==> src/keypad_pkg.sv <==
package keypad_pkg;

  // line buffer geometry
  localparam int CHAR_BITS  = 8;
  localparam int LINE_CHARS = 16;
  localparam int LINE_BITS  = LINE_CHARS * CHAR_BITS;  // 128 bits, low cell is [7:0]

  // scanner timing
  localparam int SCAN_DIV     = 4;  // clocks per column slot
  localparam int DEBOUNCE_CNT = 3;  // matching scan rounds before an event
  localparam int DIV_W        = $clog2(SCAN_DIV);
  localparam int DEB_W        = $clog2(DEBOUNCE_CNT + 1);

  // scanner FSM encoding
  localparam logic [1:0] SC_IDLE      = 2'd0;  // debouncing
  localparam logic [1:0] SC_WAIT_ACK  = 2'd1;  // key_req high
  localparam logic [1:0] SC_WAIT_DROP = 2'd2;  // key_req low, ack still high
  localparam logic [1:0] SC_RELEASE   = 2'd3;  // waiting for an empty round

  // one key position, row one-hot in the high nibble, column in the low
  typedef union packed {
    logic [7:0] raw;
    struct packed {
      logic [3:0] row;
      logic [3:0] col;
    } pos;
  } key_code_t;

  // key codes as seen on the keypad matrix
  localparam logic [7:0] KEY_1    = 8'b0001_0001;
  localparam logic [7:0] KEY_2    = 8'b0001_0010;
  localparam logic [7:0] KEY_3    = 8'b0001_0100;
  localparam logic [7:0] KEY_A    = 8'b0001_1000;
  localparam logic [7:0] KEY_4    = 8'b0010_0001;
  localparam logic [7:0] KEY_5    = 8'b0010_0010;
  localparam logic [7:0] KEY_6    = 8'b0010_0100;
  localparam logic [7:0] KEY_HASH = 8'b0010_1000;
  localparam logic [7:0] KEY_7    = 8'b0100_0001;
  localparam logic [7:0] KEY_8    = 8'b0100_0010;
  localparam logic [7:0] KEY_9    = 8'b0100_0100;
  localparam logic [7:0] KEY_C    = 8'b0100_1000;
  localparam logic [7:0] KEY_STAR = 8'b1000_0001;
  localparam logic [7:0] KEY_0    = 8'b1000_0010;
  localparam logic [7:0] KEY_B    = 8'b1000_0100;
  localparam logic [7:0] KEY_D    = 8'b1000_1000;

  // ASCII bases
  localparam logic [7:0] CH_NULL     = 8'h00;
  localparam logic [7:0] CH_SPACE    = 8'h20;
  localparam logic [7:0] CH_DIGIT0   = 8'h30;
  localparam logic [7:0] CH_LOWER_A  = 8'h61;
  localparam logic [7:0] CH_CASE_GAP = 8'h20;  // lower minus upper

  // number mode symbols
  localparam logic [7:0] CH_STAR = 8'h2a;
  localparam logic [7:0] CH_HASH = 8'h23;

  // key 1 in letter mode
  localparam logic [7:0] CH_AT         = 8'h40;
  localparam logic [7:0] CH_UNDERSCORE = 8'h5f;
  localparam logic [7:0] CH_AMP        = 8'h26;
  localparam logic [7:0] CH_COLON      = 8'h3a;

  // key * in letter mode
  localparam logic [7:0] CH_PLUS   = 8'h2b;
  localparam logic [7:0] CH_MINUS  = 8'h2d;
  localparam logic [7:0] CH_SLASH  = 8'h2f;
  localparam logic [7:0] CH_EQUALS = 8'h3d;

  // key 0 in letter mode
  localparam logic [7:0] CH_COMMA    = 8'h2c;
  localparam logic [7:0] CH_PERIOD   = 8'h2e;
  localparam logic [7:0] CH_QUESTION = 8'h3f;
  localparam logic [7:0] CH_BANG     = 8'h21;

endpackage
==> src/key_edit_if.sv <==
`timescale 1ns/1ns

interface key_edit_if import keypad_pkg::*; ();

  logic       req;          // four-phase request
  logic       ack;          // four-phase acknowledge
  key_code_t  code;         // key of this edit
  key_code_t  code_prev;    // key of the edit before
  logic [1:0] tap_count;    // repeats of the same key, mod 4
  logic       letter_mode;  // 0 = number mode
  logic       upper;        // letter case

  modport source (
    output req,
    output code,
    output code_prev,
    output tap_count,
    output letter_mode,
    output upper,
    input  ack
  );

  modport sink (
    input  req,
    input  code,
    input  code_prev,
    input  tap_count,
    input  letter_mode,
    input  upper,
    output ack
  );

endinterface

==> src/keypad_text_top.sv <==
`timescale 1ns/1ns

module keypad_text_top import keypad_pkg::*; (
  input  logic                 clk,
  input  logic                 nrst,
  input  logic [3:0]           rows,
  output logic [3:0]           cols,
  output logic [LINE_BITS-1:0] text
);

  logic      key_req;   // scanner event, four-phase
  logic      key_ack;
  key_code_t key_code;

  key_edit_if edit_bus ();

  keypad_scanner u_scanner (
    .clk      (clk),
    .nrst     (nrst),
    .rows     (rows),
    .cols     (cols),
    .key_req  (key_req),
    .key_ack  (key_ack),
    .key_code (key_code)
  );

  // multi-tap and mode state
  tap_tracker u_tracker (
    .clk      (clk),
    .nrst     (nrst),
    .key_req  (key_req),
    .key_ack  (key_ack),
    .key_code (key_code),
    .edit     (edit_bus)
  );

  text_decoder u_decoder (
    .clk  (clk),
    .nrst (nrst),
    .edit (edit_bus),
    .text (text)
  );

endmodule

==> src/text_decoder.sv <==
`timescale 1ns/1ns

module text_decoder import keypad_pkg::*; (
  input  logic                 clk,
  input  logic                 nrst,
  key_edit_if.sink             edit,
  output logic [LINE_BITS-1:0] text
);

  logic                 apply;
  logic [1:0]           tap;
  logic                 up;
  logic [7:0]           cur_char;
  logic [7:0]           num_char;
  logic [7:0]           txt_char;
  logic [7:0]           new_char;
  logic [LINE_BITS-1:0] next_text;

  function automatic logic [7:0] sym_char(input logic [1:0] sel, input logic [7:0] s0,
                                          input logic [7:0] s1, input logic [7:0] s2,
                                          input logic [7:0] s3);
    case (sel)
      2'd0:    return s0;
      2'd1:    return s1;
      2'd2:    return s2;
      default: return s3;
    endcase
  endfunction

  // base is the letter offset of the key, wide marks the four-letter keys
  function automatic logic [7:0] letter_char(input logic [4:0] base, input logic wide,
                                             input logic upc, input logic [1:0] sel,
                                             input logic [7:0] cur);
    logic [7:0] lower;
    lower = CH_LOWER_A + 8'(base) + 8'(sel);
    if (sel == 2'd3 && !wide)
      return cur;  // no fourth letter, keep it
    return upc ? lower - CH_CASE_GAP : lower;
  endfunction

  assign apply    = edit.req && !edit.ack;  // first cycle of a request
  assign tap      = edit.tap_count;
  assign up       = edit.upper;
  assign cur_char = text[CHAR_BITS-1:0];

  always_comb begin
    case (edit.code.raw)
      KEY_1:    num_char = CH_DIGIT0 + 8'd1;
      KEY_2:    num_char = CH_DIGIT0 + 8'd2;
      KEY_3:    num_char = CH_DIGIT0 + 8'd3;
      KEY_4:    num_char = CH_DIGIT0 + 8'd4;
      KEY_5:    num_char = CH_DIGIT0 + 8'd5;
      KEY_6:    num_char = CH_DIGIT0 + 8'd6;
      KEY_7:    num_char = CH_DIGIT0 + 8'd7;
      KEY_8:    num_char = CH_DIGIT0 + 8'd8;
      KEY_9:    num_char = CH_DIGIT0 + 8'd9;
      KEY_0:    num_char = CH_DIGIT0;
      KEY_STAR: num_char = CH_STAR;
      KEY_HASH: num_char = CH_HASH;
      default:  num_char = cur_char;
    endcase
  end

  always_comb begin
    case (edit.code.raw)
      KEY_1:    txt_char = sym_char(tap, CH_AT, CH_UNDERSCORE, CH_AMP, CH_COLON);
      KEY_STAR: txt_char = sym_char(tap, CH_PLUS, CH_MINUS, CH_SLASH, CH_EQUALS);
      KEY_0:    txt_char = sym_char(tap, CH_COMMA, CH_PERIOD, CH_QUESTION, CH_BANG);
      KEY_HASH: txt_char = CH_NULL;  // case change leaves a null cell
      KEY_2:    txt_char = letter_char(5'd0, 1'b0, up, tap, cur_char);   // abc
      KEY_3:    txt_char = letter_char(5'd3, 1'b0, up, tap, cur_char);   // def
      KEY_4:    txt_char = letter_char(5'd6, 1'b0, up, tap, cur_char);   // ghi
      KEY_5:    txt_char = letter_char(5'd9, 1'b0, up, tap, cur_char);   // jkl
      KEY_6:    txt_char = letter_char(5'd12, 1'b0, up, tap, cur_char);  // mno
      KEY_7:    txt_char = letter_char(5'd15, 1'b1, up, tap, cur_char);  // pqrs
      KEY_8:    txt_char = letter_char(5'd19, 1'b0, up, tap, cur_char);  // tuv
      KEY_9:    txt_char = letter_char(5'd22, 1'b1, up, tap, cur_char);  // wxyz
      default:  txt_char = cur_char;
    endcase
  end

  assign new_char = edit.letter_mode ? txt_char : num_char;

  always_comb begin
    next_text = text;
    case (edit.code.raw)
      KEY_A: next_text = {CH_SPACE, text[LINE_BITS-1:CHAR_BITS]};  // space at the top
      KEY_C: next_text = {text[LINE_BITS-CHAR_BITS-1:0], CH_SPACE};  // confirm cell
      KEY_D: begin
        if (!edit.letter_mode || edit.code_prev.raw == KEY_C)
          next_text = '0;
      end
      KEY_B: next_text = text;  // mode toggle only
      default: next_text[CHAR_BITS-1:0] = new_char;
    endcase
  end

  always_ff @(posedge clk, negedge nrst) begin
    if (!nrst) begin
      text     <= '0;
      edit.ack <= 1'b0;
    end else begin
      if (apply) begin
        text     <= next_text;
        edit.ack <= 1'b1;
      end else if (!edit.req) begin
        edit.ack <= 1'b0;
      end
    end
  end

  // the line moves only on the edge right after a fresh request
  a_text_timing: assert property (@(posedge clk) disable iff (!nrst)
    $changed(text) |-> $past(edit.req) && !$past(edit.req, 2));

endmodule

==> src/tap_tracker.sv <==
`timescale 1ns/1ns

module tap_tracker import keypad_pkg::*; (
  input  logic       clk,
  input  logic       nrst,
  input  logic       key_req,
  output logic       key_ack,
  input  key_code_t  key_code,
  key_edit_if.source edit
);

  logic       accept;
  logic       same_key;
  logic [1:0] next_tap;
  logic       next_mode;
  logic       next_upper;

  // take a new key only when both handshakes are back at rest
  assign accept = key_req && !key_ack && !edit.req && !edit.ack;

  always_comb begin
    same_key   = (key_code.raw == edit.code.raw) && (key_code.raw != KEY_C);
    next_tap   = same_key ? edit.tap_count + 2'd1 : 2'd0;  // wraps after 3
    next_mode  = edit.letter_mode;
    next_upper = edit.upper;
    if (key_code.raw == KEY_B)
      next_mode = !edit.letter_mode;
    if (key_code.raw == KEY_HASH && edit.letter_mode)
      next_upper = !edit.upper;  // # is the case key in letter mode
  end

  always_ff @(posedge clk, negedge nrst) begin
    if (!nrst) begin
      key_ack          <= 1'b0;
      edit.req         <= 1'b0;
      edit.code        <= '0;  // matches no key
      edit.code_prev   <= '0;
      edit.tap_count   <= 2'd0;
      edit.letter_mode <= 1'b0;
      edit.upper       <= 1'b0;
    end else if (accept) begin
      key_ack          <= 1'b1;
      edit.req         <= 1'b1;  // same edge as key_ack
      edit.code        <= key_code;
      edit.code_prev   <= edit.code;
      edit.tap_count   <= next_tap;
      edit.letter_mode <= next_mode;
      edit.upper       <= next_upper;
    end else begin
      if (key_ack && !key_req)
        key_ack <= 1'b0;
      if (edit.req && edit.ack)
        edit.req <= 1'b0;
    end
  end

  // decoder must have closed the last edit before a new one opens
  a_req_after_ack: assert property (@(posedge clk) disable iff (!nrst)
    $rose(edit.req) |-> !edit.ack);

endmodule

==> src/keypad_scanner.sv <==
`timescale 1ns/1ns

module keypad_scanner import keypad_pkg::*; (
  input  logic       clk,
  input  logic       nrst,
  input  logic [3:0] rows,
  output logic [3:0] cols,
  output logic       key_req,
  input  logic       key_ack,
  output key_code_t  key_code
);

  logic [3:0]       rows_meta;
  logic [3:0]       rows_sync;
  logic [DIV_W-1:0] div_cnt;
  logic             slot_end;
  logic             round_end;
  logic             slot_hit;
  logic             acc_any;    // a key was seen earlier in this round
  key_code_t        acc_code;
  logic             seen;
  key_code_t        seen_code;
  key_code_t        cand;       // debounce candidate
  logic [DEB_W-1:0] deb_cnt;
  logic             fire;
  logic [1:0]       state;

  always_ff @(posedge clk, negedge nrst) begin
    if (!nrst) begin
      rows_meta <= '0;
      rows_sync <= '0;
    end else begin
      rows_meta <= rows;  // rows come from the keypad unsynchronized
      rows_sync <= rows_meta;
    end
  end

  // sync delay is 2 clocks, so the slot end still sees its own column
  assign slot_end  = (div_cnt == DIV_W'(SCAN_DIV - 1));
  assign round_end = slot_end && cols[3];
  assign slot_hit  = slot_end && $onehot(rows_sync);  // single row only

  always_comb begin
    seen      = acc_any || slot_hit;
    seen_code = acc_code;
    if (!acc_any) begin
      seen_code.pos.row = rows_sync;
      seen_code.pos.col = cols;
    end
  end

  assign fire = (state == SC_IDLE) && round_end && seen && (seen_code == cand) &&
                (deb_cnt == DEB_W'(DEBOUNCE_CNT - 1));

  always_ff @(posedge clk, negedge nrst) begin
    if (!nrst) begin
      div_cnt <= '0;
      cols    <= 4'b0001;
    end else if (slot_end) begin
      div_cnt <= '0;
      cols    <= {cols[2:0], cols[3]};  // next column
    end else begin
      div_cnt <= div_cnt + 1'b1;
    end
  end

  always_ff @(posedge clk, negedge nrst) begin
    if (!nrst) begin
      acc_any  <= 1'b0;
      acc_code <= '0;
    end else if (round_end) begin
      acc_any <= 1'b0;
    end else if (slot_hit && !acc_any) begin
      acc_any  <= 1'b1;  // first key of the round wins
      acc_code <= seen_code;
    end
  end

  always_ff @(posedge clk, negedge nrst) begin
    if (!nrst) begin
      state   <= SC_IDLE;
      key_req <= 1'b0;
      cand    <= '0;
      deb_cnt <= '0;
    end else begin
      case (state)
        SC_IDLE: begin
          if (fire) begin
            key_req <= 1'b1;
            cand    <= '0;
            deb_cnt <= '0;
            state   <= SC_WAIT_ACK;
          end else if (round_end) begin
            if (seen && seen_code == cand) begin
              deb_cnt <= deb_cnt + 1'b1;  // same place again
            end else begin
              cand    <= seen ? seen_code : '0;
              deb_cnt <= seen ? DEB_W'(1) : '0;
            end
          end
        end
        SC_WAIT_ACK: begin
          if (key_ack) begin
            key_req <= 1'b0;
            state   <= SC_WAIT_DROP;
          end
        end
        SC_WAIT_DROP: begin
          if (!key_ack)
            state <= SC_RELEASE;
        end
        default: begin
          if (round_end && !seen)
            state <= SC_IDLE;  // one empty round means released
        end
      endcase
    end
  end

  always_ff @(posedge clk) begin
    if (fire)
      key_code <= cand;
  end

  a_code_onehot: assert property (@(posedge clk) disable iff (!nrst)
    key_req |-> $onehot(key_code.pos.row) && $onehot(key_code.pos.col));

endmodule

==> config.mk <==
export PLATFORM = sky130hd
export DESIGN_NAME = keypad_text_top
export DESIGN_NICKNAME = d
export VERILOG_FILES = /design/src/keypad_pkg.sv /design/src/key_edit_if.sv /design/src/keypad_text_top.sv /design/src/text_decoder.sv /design/src/tap_tracker.sv /design/src/keypad_scanner.sv
export SDC_FILE = /design/constraint.sdc
export NUM_CORES = 1
export LEC_CHECK = 0
export ABC_CLOCK_PERIOD_IN_PS = 9000
export BUFFER_PORTS_ARGS = -buffer_cell sky130_fd_sc_hd__buf_2
export CAP_MARGIN = 20
export CORE_MARGIN = 2
export CORE_UTILIZATION = 55
export CTS_CLUSTER_DIAMETER = 80
export DETAILED_ROUTE_END_ITERATION = 8
export PLACE_DENSITY = 0.81
export SLEW_MARGIN = 20
export SYNTH_ARGS = -nofsm -noshare
export SYNTH_HDL_FRONTEND = slang
export SYNTH_HIERARCHICAL = 1
export SYNTH_SLANG_ARGS = --single-unit
==> constraint.sdc <==
create_clock -name clk -period 9 [get_ports clk]
set_clock_uncertainty 0.2 [all_clocks]
set_input_delay 1.35 -clock clk [delete_from_list [all_inputs] [get_ports clk]]
set_output_delay 1.35 -clock clk [all_outputs]
set_load 0.01 [all_outputs]
==> results of run 1 <==
sequential cells by signal, summed over array words and instances, names as in the netlist, 2 cells and up:
| name | cells |
|---|---|
| u_decoder/text | 128 |
| u_scanner/acc_code | 8 |
| u_scanner/cand | 8 |
| u_scanner/key_code | 8 |
| u_tracker/edit.code | 8 |
| u_tracker/edit.code_prev | 8 |
| u_scanner/cols | 4 |
| u_scanner/rows_meta | 4 |
| u_scanner/rows_sync | 4 |
| u_scanner/deb_cnt | 2 |
| u_scanner/div_cnt | 2 |
| u_scanner/state | 2 |
| u_tracker/edit.tap_count | 2 |
placed cells by master, fill, tap and decap left out, types with 11 or more instances in the layout:
master	Yosys	final
ha_1	13	13
a22oi_1	115	115
inv_1	24	24
nor2_1	21	20
xor2_1	12	12
clkbuf_16	0	17
a21oi_1	11	11
dfrtp_1	186	186
o21ai_0	104	104
nand2_1	204	204
buf_2	22	136
o21ai_1	33	33
cells by family (layout without fill, tap and decap cells):
family | Yosys count | in the layout
compound gates | 329 | 329
simple gates | 301 | 301
flops | 195 | 195
buf+inv | 96 | 202
xor+xnor | 18 | 18
mux | 16 | 16
fa+ha+maj | 14 | 14
worst max-delay path: stages (launching register included):
cell       delay, ps
dfrtp_1          650
nor4b_2          730
o2111ai_1        210
nand3b_1         230
nand2b_4         550
buf_4            640
buf_4            730
o21ai_0          230
worst paths after layout:
kind	startpoint	end	slack [ps]	depth (start not counted)
worst max-delay path	u_tracker/edit.code[3]	u_decoder/text[62]	4610	7
worst min-delay path	u_scanner/rows_meta[1]	u_scanner/rows_sync[1]	150	0
worst max register to register	u_tracker/edit.code[3]	u_decoder/text[62]	4610	7
worst min register to register	u_scanner/rows_meta[1]	u_scanner/rows_sync[1]	150	0
max in group asynchronous	nrst	u_decoder/text[6]	6290	2
min in group asynchronous	nrst	u_decoder/text[126]	850	1
area by class of cell:
cell class	instances	area, um2	area share
Sequential cell	195	4920	0.453
Multi-Input combinational cell	678	4190	0.386
Tap cell	225	282	0.0259
Clock inverter	13	165	0.0152
Inverter	24	90.1	0.00830
Clock buffer	19	443	0.0408
Timing Repair Buffer	146	762	0.0702
layer usage:
metal | GRT usage | vias to the layer above
met5 | 0 | -
met4 | 0.0747 | 0
met2 | 0.409 | 322
met3 | 0.0585 | 34
li1 | - | 3699
met1 | 0.392 | 3877
power by group through the flow:
stage / registers, mW / clock network (mW) / logic [mW]
CTS: 0.900 / 0.795 / 0.0985
global placement: 0.916 / 0 / 0.0949
detailed placement: 0.916 / 0 / 0.0973
finish: 0.900 / 0.782 / 0.0983
floorplan: 0.913 / 0 / 0.0683
global route: 0.901 / 0.832 / 0.111
through the flow:
stage | hold WS (ps) | setup slack, ps | area (um2)
2_1_floorplan | 131 | 5240 | 9590
3_3_place_gp | 132 | 4870 | 10200
3_5_place_dp | 135 | 4670 | 10200
4_1_cts | 151 | 4670 | 10900
5_1_grt | 157 | 4210 | 10900
6_report | 151 | 4610 | 10900
==> results by group, run 1 <==
Synth
  • Syn nets: 989
  • Sequential area share after synthesis: 0.513
  • Post-Synth XOR/XNOR Area: 0.0164
  • Yosys reg bits: about 200
  • Post-synth ARST share: 0.959
  • Post-Synth Adder-Cell Area: 0.0190
  • Synth Cell Area: roughly 0.0096 mm2
  • Mapped Avg Cell Area: just under 10 um2
  • Post-synthesis mux area share: 0.0179
  • Most common library cells after synthesis: nand2_1 (204), dfrtp_1 (186), a22oi_1 (115), o21ai_0 (104), o21ai_1 (33)
  • Synth top area share: 0.485
  • Count leader, synth: nand2_1
  • Syn. warnings: 6
  • Main synth FF type: dfrtp_1
  • Largest family of logic cells by synthesized area: compound AO/OA/AOI/OAI gates
  • Synth top area cells: dfrtp_1 (49%), a22oi_1 (9.0%), nand2_1 (8.0%)
  • Synthesized instance count: about 970
  • Post-synthesis compound-gate area fraction: 0.226
  • Area leader, netlist: dfrtp_1
  • Netlist cell types: 82
  • Simple-gate area share of the yosys netlist: 0.154
  • Post-synth EDFFs: 8

GRT
  • Total GRT Usage: 0.269
  • Vias in the first global route: about 7300
  • First-pass GRT wire length: 39.5 mm
  • Largest net degree at the start of global routing: between 100 and 150
  • Initial antenna violation count: 0
  • Grt ovf: 0

Finish
  • Final Non-Filler Cells: 1300
  • Final core utilization: 0.632
  • Area Growth Syn to Fin: 13.1%
  • Diodes inserted: 0
  • Fin nets: 1082
  • Layout cells sized above 1: 0.199
  • Fillcell total: about 1400

Placement
  • Placed Instances: roughly 1300
  • Final GP Congestion: 0.910
  • Detail Placement HPWL: between 15 and 20 mm
  • Port Buffers: ~140

Die
  • Core ar.: 0.0172 mm2
  • Initial Utilization: 0.559
  • Area of the die: 0.0185 mm2
  • Die Width: 136 um
  • Die span in y: ~140 um
  • FP Rows: between 40 and 50
  • I/O Pins: between 100 and 150

Timing
  • F_max: approximately 230 MHz
  • Least-Margin Pin Slew: ~1100 ps
  • Slew HR: 0.289
  • Minimum clock period after layout: ~4400 ps
  • Max-slew violation count: 0
  • Final TNS setup: 0 ps
  • Final hold violation count: 0
  • RSZ-0062 raised after global routing: false
  • Period utilization: 0.487
  • Final setup vio count: 0

Pwr
  • Clock Power Share: 0.439
  • Sw frac: 0.242
  • Worst vdd ir: between 0.0001 and 0.00015 V
  • Leak pwr: around 5 nW
  • Power, Total: roughly 1.8 mW
  • Comb power frac: 0.055
  • Internal: around 1.3 mW
  • Sw power: roughly 430 uW
  • P per Cell Area: roughly 160 mW/mm2
  • Sequential Power Share: 0.506

Drt
  • DR WL/cell: around 19 um
  • Final ANT Viol Nets: 0
  • WL met3: around 1.7 mm
  • Wire length on met2: roughly 12 mm
  • M1 WL: approximately 11 mm
  • Drt drc: 0
  • Post-Route WL: around 24 mm
  • Via count: 7932
  • Top sig layer: met4
  • DR iter-0 viols: 940
  • Initial DRT Pass Iterations: 6
  • Via density: approximately 6.1

CTS
  • Reg clk slew, reported paths: 70 ps
  • CTS Root Cell: clkbuf_16
  • Clk buf depth: 2
  • Number of clock sinks: 195
  • Post-CTS Resized: 0
  • H-Tree Depth: 4
  • # hold bufs at CTS: 0
  • TritonCTS clock tree: yes
  • Clock latency on the worst-skew pair: about 440 ps
  • Post-CTS Setup Inserts: 0
  • TritonCTS Buffers: 17

Setup path
  • Crit path max fanout: between 90 and 100
  • Setup crit end kind: flop
  • Setup Crit Path Kind: reg -> reg
  • Worst path required time: approximately 9000 ps
  • Worst setup SP type: flop
  • Arrival @ worst endpoint: 4470 ps

Min path
  • HP Class: reg -> reg

Flow run
  • Max-Cap Viols: 0

Status
  • Outcome: finished, final reports clean
Note: power is estimated with default switching activity, not from simulation.
==> run 2, diff against run 1 <==
ABC_CLOCK_PERIOD_IN_PS = 3800   (was 9000)
CORE_UTILIZATION = 52   (was 55)
PLACE_DENSITY = 0.8   (was 0.81)
clock period = 3.8 ns   (was 9 ns; I/O delays follow)
==> results by group, run 2 (synthesized netlist as in run 1, its figures left out) <==
Finish
  • Fillcell total: roughly 1500
  • Most common cell after layout, fill and taps aside: nand2_1
  • Max reg flops: ~130
  • Area Growth Syn to Fin: 14.4%
  • Fin nets: approximately 1100
  • Diodes inserted: 0
  • Most frequent cells in the layout: nand2_1 (204), dfrtp_1 (186), buf_2 (136)
  • Multi-input gate area: 0.00419 mm2
  • Layout cells sized above 1: 0.207
  • Storage element area: 0.00492 mm2
  • Final core utilization: 0.609
  • Most flop-heavy register: u_decoder/text

Setup path
  • Arrival @ worst endpoint: between 3000 and 4000 ps
  • R2R depth: 10
  • Crit path max fanout: 8
  • Worst setup SP type: flop
  • Setup Crit Path Kind: reg -> reg
  • Setup crit end kind: flop
  • Worst path required time: roughly 3800 ps

Status
  • Outcome: finished, final reports clean

CTS
  • H-Tree Depth: 4
  • # hold bufs at CTS: 0
  • TritonCTS clock tree: yes
  • Clock latency on the worst-skew pair: approximately 440 ps
  • Clk buf depth: 2
  • Post-CTS Resized: 0
  • Number of clock sinks: 195
  • CTS Root Cell: clkbuf_16
  • Post-CTS Setup Inserts: 0
  • Reg clk slew, reported paths: roughly 70 ps
  • TritonCTS Buffers: 17

GRT
  • Vias in the first global route: 7347
  • First-pass GRT wire length: between 30 and 40 mm
  • Total GRT Usage: 0.246
  • Largest net degree at the start of global routing: 97
  • Initial antenna violation count: 0
  • Grt ovf: 0

Timing
  • Final TNS setup: 0 ps
  • Max-slew violation count: 0
  • RSZ-0062 raised after global routing: false
  • F_max: roughly 280 MHz
  • Period utilization: 0.943
  • Final hold violation count: 0
  • Minimum clock period after layout: roughly 3600 ps
  • Final setup margin: ~220 ps
  • Least-Margin Pin Slew: approximately 800 ps
  • Slew HR: 0.464
  • Final setup vio count: 0

Flow run
  • Max-Cap Viols: 0

Pwr
  • Leak pwr: 4.97 nW
  • Worst vdd ir: ~0.00035 V
  • Power, Total: 4.13 mW
  • P per Cell Area: ~380 mW/mm2

Drt
  • Post-Route WL: ~24 mm
  • Via count: around 8000
  • DR WL/cell: approximately 18 um
  • Initial DRT Pass Iterations: 5
  • DR iter-0 viols: 867
  • Final ANT Viol Nets: 0
  • Drt drc: 0
  • Via density: roughly 6

Placement
  • Dpl ws: 365 ps
  • Detail Placement HPWL: about 16 mm
  • Final GP Congestion: 0.893
  • Port Buffers: 137

Min path
  • HP Class: in -> async

Die
  • Area of the die: about 0.02 mm2
  • Die Width: around 140 um
  • I/O Pins: about 140
  • Core ar.: between 0.015 and 0.02 mm2
  • FP Rows: 49
  • Die span in y: between 100 and 150 um
  • Initial Utilization: 0.532
-- run 2: cell count changes in the layout (fill, tap and decap cells not counted), sizes merged --
cell and change:
buf +11, inv +3, bufinv -1, clkbuf -1
clkinv -1
-- run 2: cell type report --
class,count,share of cell area
Clock inverter,14,0.0131
Timing Repair Buffer,157,0.0838
Multi-Input combinational cell,678,0.382
Clock buffer,18,0.0391
Sequential cell,195,0.448
Inverter,24,0.00821
Tap cell,229,0.0261
-- run 2: report_power, final --
group / internal (mW) / switching, mW
Sequential: 2.11 / 0.0213
Clock: 0.927 / 0.836
Combinational: 0.0740 / 0.160
-- run 2: worst max-delay path, cell delays in order, from the launching register on --
cell and delay (ps):
dfrtp_1 370, inv_1 80, fa_1 530, inv_1 40, ha_1 170, ha_1 290, nand4bb_1 220, a222oi_1 500
nand4_1 340, nor4_1 350, buf_4 210
-- run 2: per-stage QoR --
step	cell area, um2	cells	hold WS [ps]
floorplan	9590	969	74.4
global placement	10400	1283	133
detailed placement	10400	1283	137
CTS	11000	1315	22.1
global route	11000	1315	22.3
finish	11000	1315	13.9
-- run 2: path summary, 6_finish.rpt --
path,start,slack (ps),endpoint
worst max-delay path,u_scanner/rows_sync[0],220,u_scanner/key_code[0]
worst min-delay path,nrst,10,u_decoder/text[126]
worst max register to register,u_scanner/rows_sync[0],220,u_scanner/key_code[0]
worst min register to register,u_scanner/rows_meta[0],150,u_scanner/rows_sync[0]
max in group asynchronous,nrst,2450,u_decoder/text[98]
min in group clk,rows[1],40,u_scanner/rows_meta[1]
-- run 2: layer usage --
metal / routed length (um) / track usage / share of wire / up-vias
li1: - / - / - / 3725
met1: 10700 / 0.358 / 0.44 / 3966
met2: 11300 / 0.379 / 0.47 / 345
met3: 1670 / 0.0454 / 0.069 / 33
met4: 417 / 0.0742 / 0.017 / 0
met5: 0 / 0 / 0 / -
